`config.mk`:
```
export PLATFORM = sky130hd
export DESIGN_NAME = nn
export DESIGN_NICKNAME = d
export VERILOG_FILES = /design/src/nn_pkg.sv /design/src/stage_if.sv /design/src/control_unit.sv /design/src/operand_stager.sv /design/src/pe_lane.sv /design/src/result_collector.sv /design/src/nn.sv
export SDC_FILE = /design/constraint.sdc
export NUM_CORES = 2
export LEC_CHECK = 0
export ABC_AREA = 1
export BUFFER_PORTS_ARGS = -buffer_cell sky130_fd_sc_hd__buf_4
export CORE_MARGIN = 10
export CORE_UTILIZATION = 64
export CTS_CLUSTER_SIZE = 30
export DETAILED_ROUTE_END_ITERATION = 12
export GPL_TIMING_DRIVEN = 0
export PLACE_DENSITY = 0.8
export SKIP_CTS_REPAIR_TIMING = 1
export SLEW_MARGIN = 20
export SYNTH_ARGS = -nofsm -noshare
export SYNTH_HDL_FRONTEND = slang
export SYNTH_SLANG_ARGS = --single-unit
```
`constraint.sdc`:
```
create_clock -name clk -period 25.9 [get_ports clk]
set_input_delay 1.295 -clock clk [delete_from_list [all_inputs] [get_ports clk]]
set_output_delay 1.295 -clock clk [all_outputs]
set_load 0.03 [all_outputs]
```
`src/nn_pkg.sv`:
```
package nn_pkg;

    localparam int DATA_W     = 16; // q8.8 data word
    localparam int FRAC_W     = 8;  // fractional bits of a data word
    localparam int ACC_W      = 40; // wide enough for many q16.16 products
    localparam int INSTR_W    = 25;
    localparam int ADDR_W     = 4;
    localparam int LEAK_SHIFT = 2;  // negative slope of 1/4

    typedef enum logic [2:0] {
        OP_NOP         = 3'd0,
        OP_LOAD_INPUT  = 3'd1, // addr selects the input lane
        OP_LOAD_WEIGHT = 3'd2, // addr is row * LANES + column
        OP_LOAD_BIAS   = 3'd3, // addr selects the output lane
        OP_RUN         = 3'd4
    } opcode_e;

    typedef logic signed [DATA_W-1:0] data_t;

    // instruction word layout, msb first
    typedef struct packed {
        opcode_e           opcode; // 24:22
        logic              route;  // 21, 1 sends results back to the inputs
        logic              spare;  // 20
        logic [ADDR_W-1:0] addr;   // 19:16
        data_t             data;   // 15:0
    } instr_t;

endpackage

```
`src/stage_if.sv`:
```
// one lane's operand stream, one beat per cycle while valid is high
interface stage_if;

    nn_pkg::data_t x;     // activation shared by all lanes on this beat
    nn_pkg::data_t w;     // weight for this lane's column
    nn_pkg::data_t bias;  // held for the whole stream
    logic          first; // restart the accumulator
    logic          last;  // finish and register the result
    logic          valid;

    modport stager (
        output x,
        output w,
        output bias,
        output first,
        output last,
        output valid
    );

    modport lane (
        input x,
        input w,
        input bias,
        input first,
        input last,
        input valid
    );

endinterface

```
`src/control_unit.sv`:
```
module control_unit (
    input  logic                       clk,
    input  logic                       arst_n,
    input  logic [nn_pkg::INSTR_W-1:0] instruction,
    output logic                       ld_input,
    output logic                       ld_weight,
    output logic                       ld_bias,
    output logic [nn_pkg::ADDR_W-1:0]  addr,
    output nn_pkg::data_t              wdata,
    output logic                       run,
    output logic                       route,
    output logic                       busy,
    input  logic                       done
);

    nn_pkg::instr_t instr;
    logic           accept;   // engine idle, instruction is taken
    logic           is_run;

    assign instr  = nn_pkg::instr_t'(instruction);
    assign accept = ~busy;
    assign is_run = accept && (instr.opcode == nn_pkg::OP_RUN);

    always_ff @(posedge clk or negedge arst_n) begin
        if (!arst_n) begin
            ld_input  <= 1'b0;
            ld_weight <= 1'b0;
            ld_bias   <= 1'b0;
            addr      <= '0;
            wdata     <= '0;
            run       <= 1'b0;
            route     <= 1'b0;
            busy      <= 1'b0;
        end else begin
            // strobes last one cycle
            ld_input  <= accept && (instr.opcode == nn_pkg::OP_LOAD_INPUT);
            ld_weight <= accept && (instr.opcode == nn_pkg::OP_LOAD_WEIGHT);
            ld_bias   <= accept && (instr.opcode == nn_pkg::OP_LOAD_BIAS);
            run       <= is_run;

            if (accept) begin
                addr  <= instr.addr;
                wdata <= instr.data;
            end

            if (is_run) begin
                route <= instr.route; // held until the next run
            end

            // busy spans the whole run, the result collector ends it
            if (is_run) begin
                busy <= 1'b1;
            end else if (done) begin
                busy <= 1'b0;
            end
        end
    end

endmodule

```
`src/operand_stager.sv`:
```
module operand_stager #(
    parameter int LANES = 2
) (
    input  logic                          clk,
    input  logic                          arst_n,
    input  logic                          ld_input,
    input  logic                          ld_weight,
    input  logic                          ld_bias,
    input  logic [nn_pkg::ADDR_W-1:0]     addr,
    input  nn_pkg::data_t                 wdata,
    input  logic                          run,
    input  nn_pkg::data_t [LANES-1:0]     fb_data,
    input  logic                          fb_we,
    stage_if.stager                       lanes [LANES]
);

    localparam int CNT_W = (LANES > 1) ? $clog2(LANES) : 1;

    nn_pkg::data_t [LANES-1:0]       x_mem; // input vector
    nn_pkg::data_t [LANES*LANES-1:0] w_mem; // row major, row = input index
    nn_pkg::data_t [LANES-1:0]       b_mem; // one bias per output lane

    logic [CNT_W-1:0] cnt;        // index of the next beat
    logic             active;     // stream past its first beat
    logic [CNT_W-1:0] idx;        // index of the current beat
    logic             beat_valid;
    logic             first_beat;
    logic             last_beat;

    // first beat goes out in the same cycle as the run pulse
    assign idx        = active ? cnt : '0;
    assign beat_valid = run | active;
    assign first_beat = beat_valid && (idx == '0);
    assign last_beat  = beat_valid && (int'(idx) == LANES - 1);

    always_ff @(posedge clk or negedge arst_n) begin
        if (!arst_n) begin
            cnt    <= '0;
            active <= 1'b0;
        end else if (beat_valid) begin
            if (last_beat) begin
                cnt    <= '0;
                active <= 1'b0;
            end else begin
                cnt    <= idx + 1'b1;
                active <= 1'b1;
            end
        end
    end

    always_ff @(posedge clk or negedge arst_n) begin
        if (!arst_n) begin
            x_mem <= '0;
            w_mem <= '0;
            b_mem <= '0;
        end else begin
            if (fb_we) begin
                x_mem <= fb_data; // previous layer becomes the next input
            end else if (ld_input && int'(addr) < LANES) begin
                x_mem[addr] <= wdata;
            end

            if (ld_weight && int'(addr) < LANES * LANES) begin
                w_mem[addr] <= wdata;
            end

            if (ld_bias && int'(addr) < LANES) begin
                b_mem[addr] <= wdata;
            end
        end
    end

    // every lane sees the same input, each with its own column weight
    for (genvar j = 0; j < LANES; j++) begin : g_lane
        assign lanes[j].valid = beat_valid;
        assign lanes[j].first = first_beat;
        assign lanes[j].last  = last_beat;
        assign lanes[j].x     = x_mem[idx];
        assign lanes[j].w     = w_mem[int'(idx) * LANES + j];
        assign lanes[j].bias  = b_mem[j];
    end

endmodule

```
`src/pe_lane.sv`:
```
module pe_lane #(
    parameter int LEAK_SHIFT = nn_pkg::LEAK_SHIFT
) (
    input  logic          clk,
    input  logic          arst_n,
    stage_if.lane         op,
    output nn_pkg::data_t res_data,
    output logic          res_valid
);

    localparam int DATA_W = nn_pkg::DATA_W;
    localparam int FRAC_W = nn_pkg::FRAC_W;
    localparam int ACC_W  = nn_pkg::ACC_W;
    localparam int PROD_W = 2 * DATA_W;

    logic signed [PROD_W-1:0] prod;     // q16.16
    logic signed [ACC_W-1:0]  prod_ext;
    logic signed [ACC_W-1:0]  acc;
    logic signed [ACC_W-1:0]  acc_sum;
    logic signed [ACC_W-1:0]  bias_ext; // bias aligned to the product scale
    logic signed [ACC_W-1:0]  biased;
    logic signed [ACC_W-1:0]  shifted;
    logic                     fits;     // shifted value fits in a data word
    nn_pkg::data_t            sat;
    nn_pkg::data_t            act;

    assign prod     = op.x * op.w;
    assign prod_ext = {{(ACC_W - PROD_W){prod[PROD_W-1]}}, prod};
    assign acc_sum  = op.first ? prod_ext : acc + prod_ext;

    assign bias_ext = {{(ACC_W - DATA_W - FRAC_W){op.bias[DATA_W-1]}}, op.bias,
                       {FRAC_W{1'b0}}};
    assign biased   = acc_sum + bias_ext;
    assign shifted  = biased >>> FRAC_W; // rounds toward minus infinity

    // all bits above the data word must repeat its sign bit
    assign fits = (shifted[ACC_W-1:DATA_W-1] == {(ACC_W - DATA_W + 1){shifted[ACC_W-1]}});

    always_comb begin
        if (fits) begin
            sat = shifted[DATA_W-1:0];
        end else if (shifted[ACC_W-1]) begin
            sat = {1'b1, {(DATA_W - 1){1'b0}}}; // most negative
        end else begin
            sat = {1'b0, {(DATA_W - 1){1'b1}}}; // most positive
        end
    end

    assign act = sat[DATA_W-1] ? (sat >>> LEAK_SHIFT) : sat; // leaky relu

    always_ff @(posedge clk or negedge arst_n) begin
        if (!arst_n) begin
            acc       <= '0;
            res_data  <= '0;
            res_valid <= 1'b0;
        end else begin
            res_valid <= op.valid & op.last;
            if (op.valid) begin
                acc <= acc_sum;
            end
            if (op.valid && op.last) begin
                res_data <= act;
            end
        end
    end

endmodule

```
`src/result_collector.sv`:
```
module result_collector #(
    parameter int LANES = 2
) (
    input  logic                           clk,
    input  logic                           arst_n,
    input  nn_pkg::data_t [LANES-1:0]      res_data,
    input  logic [LANES-1:0]               res_valid,
    input  logic                           route,
    output logic [LANES*nn_pkg::DATA_W-1:0] data_out,
    output logic                           valid_out,
    output nn_pkg::data_t [LANES-1:0]      fb_data,
    output logic                           fb_we,
    output logic                           done
);

    nn_pkg::data_t [LANES-1:0] out_q; // last result sent to the outputs
    logic                      take;  // lanes run in step, lane 0 stands for all

    assign take     = res_valid[0];
    assign data_out = out_q;

    always_ff @(posedge clk or negedge arst_n) begin
        if (!arst_n) begin
            out_q     <= '0;
            fb_data   <= '0;
            valid_out <= 1'b0;
            fb_we     <= 1'b0;
            done      <= 1'b0;
        end else begin
            valid_out <= take & ~route;
            fb_we     <= take & route;
            done      <= take;

            for (int i = 0; i < LANES; i++) begin
                if (res_valid[i]) begin
                    if (route) begin
                        fb_data[i] <= res_data[i]; // outputs keep the old result
                    end else begin
                        out_q[i] <= res_data[i];
                    end
                end
            end
        end
    end

endmodule

```
`src/nn.sv`:
```
module nn #(
    parameter int LANES      = 2,
    parameter int LEAK_SHIFT = nn_pkg::LEAK_SHIFT
) (
    input  logic                            clk,
    input  logic                            arst_n,
    input  logic [nn_pkg::INSTR_W-1:0]      instruction,
    output logic [LANES*nn_pkg::DATA_W-1:0] data_out,   // lane 0 in the low word
    output logic                            valid_out,
    output logic                            busy
);

    logic                      ld_input;
    logic                      ld_weight;
    logic                      ld_bias;
    logic [nn_pkg::ADDR_W-1:0] addr;
    nn_pkg::data_t             wdata;
    logic                      run;
    logic                      route;  // 1 feeds the results back as inputs
    logic                      done;

    nn_pkg::data_t [LANES-1:0] fb_data;
    logic                      fb_we;
    nn_pkg::data_t [LANES-1:0] res_data;
    logic [LANES-1:0]          res_valid;

    stage_if stage [LANES] ();

    control_unit control_unit_inst (
        .clk        (clk),
        .arst_n     (arst_n),
        .instruction(instruction),
        .ld_input   (ld_input),
        .ld_weight  (ld_weight),
        .ld_bias    (ld_bias),
        .addr       (addr),
        .wdata      (wdata),
        .run        (run),
        .route      (route),
        .busy       (busy),
        .done       (done)
    );

    operand_stager #(.LANES(LANES)) operand_stager_inst (
        .clk      (clk),
        .arst_n   (arst_n),
        .ld_input (ld_input),
        .ld_weight(ld_weight),
        .ld_bias  (ld_bias),
        .addr     (addr),
        .wdata    (wdata),
        .run      (run),
        .fb_data  (fb_data),
        .fb_we    (fb_we),
        .lanes    (stage)
    );

    for (genvar j = 0; j < LANES; j++) begin : g_lane
        pe_lane #(.LEAK_SHIFT(LEAK_SHIFT)) pe_lane_inst (
            .clk      (clk),
            .arst_n   (arst_n),
            .op       (stage[j]),
            .res_data (res_data[j]),
            .res_valid(res_valid[j])
        );
    end

    result_collector #(.LANES(LANES)) result_collector_inst (
        .clk      (clk),
        .arst_n   (arst_n),
        .res_data (res_data),
        .res_valid(res_valid),
        .route    (route),
        .data_out (data_out),
        .valid_out(valid_out),
        .fb_data  (fb_data),
        .fb_we    (fb_we),
        .done     (done)
    );

endmodule

```
==> flow_summary.json <==
{
  "layout.nets": 6909,
  "dr.first_iter.drc_count": 4748,
  "floorplan_die_area_mm2": 0.0787,
  "dp_hpwl_um": 119000,
  "yosysWarnings": 0,
  "synthTopCellsByArea": "sky130_fd_sc_hd__fa_1, sky130_fd_sc_hd__dfrtp_1, sky130_fd_sc_hd__nand2_1",
  "worst_slew_pin_slew_ns": 1.25,
  "hp-class": "flip-flop to flip-flop",
  "timing_worst_setup_path_type": "flip-flop to flip-flop",
  "placeableCoreArea_mm2": 0.0673,
  "timing.rr.start": "operand_stager_inst.active",
  "clock-root-buffer": "sky130_fd_sc_hd__clkbuf_16",
  "r2r_end": "g_lane[0].pe_lane_inst.res_data[3]",
  "synth-compound-area-share": 0.0941,
  "grtUsageTotal": 0.372,
  "fin_tns_setup_ns": 0,
  "ys_seq_area_frac": 0.193,
  "finalNonFillerCells": 6952,
  "grt_first_pass_wirelength_um": 225000,
  "floorplan.initialDensity": 0.646,
  "ant_nets": 0,
  "wl_um": 146000,
  "cts_tree": "built",
  "timing.critical_path.from": "operand_stager_inst.active",
  "vdd.ir_drop.worst_uv": 41.9,
  "synthXorXnorAreaFrac": 0.0220,
  "largest_net_degree_at_the_start_of_global_routing": 96,
  "post_synth_instance_area_mm2": 0.0434,
  "final_layout_size_suffix_gt1_frac": 0.0384,
  "synth_simple_gate_area_share": 0.242,
  "period_needed_ns": 13.93,
  "critical-path-slowest-cell": "sky130_fd_sc_hd__clkinv_1",
  "end_kind": "flip-flop",
  "timing.final.hold_violations": 0,
  "synth_seq_cells": 335,
  "netlist.area_leader.share": 0.243,
  "route.detailed.vias_per_inst": 5.82,
  "number_of_global_route_vias_before_repair": 39576,
  "numPortBuffers": 59,
  "chipHeight_um": 281,
  "critical-path-top-cell-by-count": "sky130_fd_sc_hd__nand2_1",
  "cap_viol_max_count": 0,
  "grt_overflow": 0,
  "area_growth_syn_to_layout_pct": 7.04,
  "crit_path_max_fanout": 10,
  "synth.cells.most_frequent": "sky130_fd_sc_hd__nand2_1, sky130_fd_sc_hd__inv_1, sky130_fd_sc_hd__fa_1",
  "power-per-cell-area_mw_per_mm2": 24.2,
  "clock_tree.buffer_depth": 3,
  "status": "completed",
  "postSynth.topFlopCell": "sky130_fd_sc_hd__dfrtp_1",
  "synthDistinctLibCells": 58,
  "placed_cells_incl_taps": 6877,
  "mappedNetlistNets": 6802,
  "cts.htree.levels": 2,
  "reg2reg_setup_slack_ns": 11.97,
  "via_total_after_detailed_routing": 40467,
  "antenna_violations_before_repair": 2,
  "count_of_flip_flops_with_a_built_in_enable_after_synthesis": 0,
  "worst_clock_skew_on_the_final_layout_ns": 0.0366,
  "avgSynthCellArea_um2": 7.32,
  "cp_data_arrival_time_ns": 14.37,
  "place_congestion": 1.02,
  "fin_crit_sh": 0.538,
  "power_leakage_nw": 25.1,
  "hold_slack_ns": 0.459,
  "post_synth_fa_ha_maj_area_fraction": 0.333,
  "detail_route.drc_violations": 0,
  "drt-pass1-iter-count": 6,
  "worstRegToRegCells": 56,
  "clock_pin_slew_on_the_worst_setup_and_hold_paths_ns": 0.07,
  "setup_viol_count_final": 0,
  "post-synth-top-count-cell": "sky130_fd_sc_hd__nand2_1",
  "grt_setup_unrepaired": "false",
  "fraction_of_registers_with_async_set_reset": 1.00,
  "placement_rows": 95,
  "tritoncts_num_sinks": 335,
  "worst_path_largest_cell_delay_ns": 0.83,
  "syn_inst": 5937,
  "yosys-mux-area-fraction": 0.000259,
  "synth_top_family_by_area": "adder cells",
  "clkLatencyLatePin_ns": 0.59,
  "final_util": 0.691,
  "setup.worst_path.end": "g_lane[0].pe_lane_inst.res_data[3]",
  "synth_top_cell_by_area": "sky130_fd_sc_hd__fa_1",
  "slew_hr": 0.162,
  "timing.fmax_mhz": 71.8,
  "max_slew_vio_count": 0,
  "wire_length_per_cell_um": 20.9,
  "layout.filler_cells": 5771,
  "width_of_the_die_um": 281,
  "top_level_ports": 61,
  "start_kind": "flip-flop",
  "critical_path_required_ns": 26.34,
  "cts_buf_count": 38
}
[cell families (layout without fill, tap and decap cells)]
group,count (synthesis),after routing
AO/OA/AOI/OAI,734,734
XOR/XNOR,109,109
adder cells (fa/ha/maj),838,838
buffers and inverters,1335,1472
flip-flops,335,335
multiplexers,1,1
other,0,5
AND/OR/NAND/NOR,2585,2585
[layer usage]
layer / share of wire / GRT usage / vias to the layer above
li1: - / - / 18463
met1: 0.39 / 0.479 / 19271
met2: 0.44 / 0.573 / 2201
met3: 0.10 / 0.0862 / 530
met4: 0.070 / 0.213 / 2
met5: 0.000089 / 0 / -
[state kept, by name (all words and copies together) (netlist names)]
signal	cells
g_lane.pe_lane_inst.acc	80
operand_stager_inst.w_mem	64
g_lane.pe_lane_inst.res_data	32
operand_stager_inst.lanes.bias	32
operand_stager_inst.x_mem	32
result_collector_inst.data_out	32
result_collector_inst.fb_data	32
control_unit_inst.wdata	16
control_unit_inst.addr	4
control_unit_inst.busy	1
control_unit_inst.ld_bias	1
control_unit_inst.ld_input	1
control_unit_inst.ld_weight	1
control_unit_inst.route	1
control_unit_inst.run	1
g_lane.pe_lane_inst.res_valid	1
operand_stager_inst.active	1
result_collector_inst.done	1
result_collector_inst.fb_we	1
result_collector_inst.valid_out	1
[critical path: cells and delay by family, from the launching register on]
family | cells | cell delay [ns]
flip-flops | 1 | 0.41
AND/OR/NAND/NOR | 24 | 3.79
adder cells (fa/ha/maj) | 9 | 3.77
AO/OA/AOI/OAI | 10 | 2.64
buffers and inverters | 13 | 3.15
[through the flow]
step / setup WS (ns) / instance area (um^2) / total power, W
floorplan: 15.65 / 43400 / 0.000533
global placement: 11.99 / 45000 / 0.000547
detailed placement: 12.50 / 45200 / 0.000549
CTS: 12.38 / 46500 / 0.00112
global route: 11.23 / 46500 / 0.00114
finish: 11.97 / 46500 / 0.00113
[placed cells by master, fill, tap and decap left out, types with 12 or more instances in the layout]
master and instances:
sky130_fd_sc_hd__nand2_1 1681, sky130_fd_sc_hd__inv_1 1145, sky130_fd_sc_hd__fa_1 528, sky130_fd_sc_hd__nor2_1 504
sky130_fd_sc_hd__o21ai_0 344, sky130_fd_sc_hd__dfrtp_1 335, sky130_fd_sc_hd__ha_1 310, sky130_fd_sc_hd__nand3_1 213
sky130_fd_sc_hd__a21oi_1 205, sky130_fd_sc_hd__clkbuf_1 149, sky130_fd_sc_hd__xor2_1 65, sky130_fd_sc_hd__buf_4 62
sky130_fd_sc_hd__nand4_1 58, sky130_fd_sc_hd__xnor2_1 44, sky130_fd_sc_hd__clkbuf_16 38, sky130_fd_sc_hd__a21o_1 29
sky130_fd_sc_hd__nor3_1 28, sky130_fd_sc_hd__o211ai_1 24, sky130_fd_sc_hd__o21ai_1 23, sky130_fd_sc_hd__or2_2 23
sky130_fd_sc_hd__a31oi_1 23, sky130_fd_sc_hd__o221ai_1 22, sky130_fd_sc_hd__nand3b_1 17, sky130_fd_sc_hd__clkinv_1 16
sky130_fd_sc_hd__o21bai_1 16, sky130_fd_sc_hd__buf_1 12, sky130_fd_sc_hd__nor2_2 12
[where the power goes]
group          switching [W]  total [W]  internal (W)
Combinational      0.0000113  0.0000151    0.00000379
Clock               0.000251   0.000587      0.000336
Sequential                 0   0.000523      0.000523
[worst min-delay path by stage]
stage	depth (start not counted)	from	to	slack (ns)
after floorplan	0	operand_stager_inst.active	g_lane[1].pe_lane_inst.res_valid	0.37
after global placement	0	g_lane[1].pe_lane_inst.res_valid	result_collector_inst.done	0.39
after detailed placement	0	g_lane[1].pe_lane_inst.res_valid	result_collector_inst.done	0.39
after CTS	0	g_lane[1].pe_lane_inst.res_valid	result_collector_inst.done	0.44
after global routing	0	g_lane[1].pe_lane_inst.res_valid	result_collector_inst.done	0.46
final	0	g_lane[1].pe_lane_inst.res_valid	result_collector_inst.done	0.46
[layout make-up]
class / count / area, um^2 / area share
antenna: 5 / 12.5 / 0.000269
buffer: 164 / 644 / 0.0139
clock buffer: 53 / 1110 / 0.0238
clock inverter: 17 / 234 / 0.00503
inverter: 1171 / 4400 / 0.0945
multi-input combinational: 4267 / 30100 / 0.646
sequential: 335 / 8380 / 0.180
tap: 873 / 1090 / 0.0235
timing repair buffer: 67 / 582 / 0.0125
(Power assumes the default switching activity.)
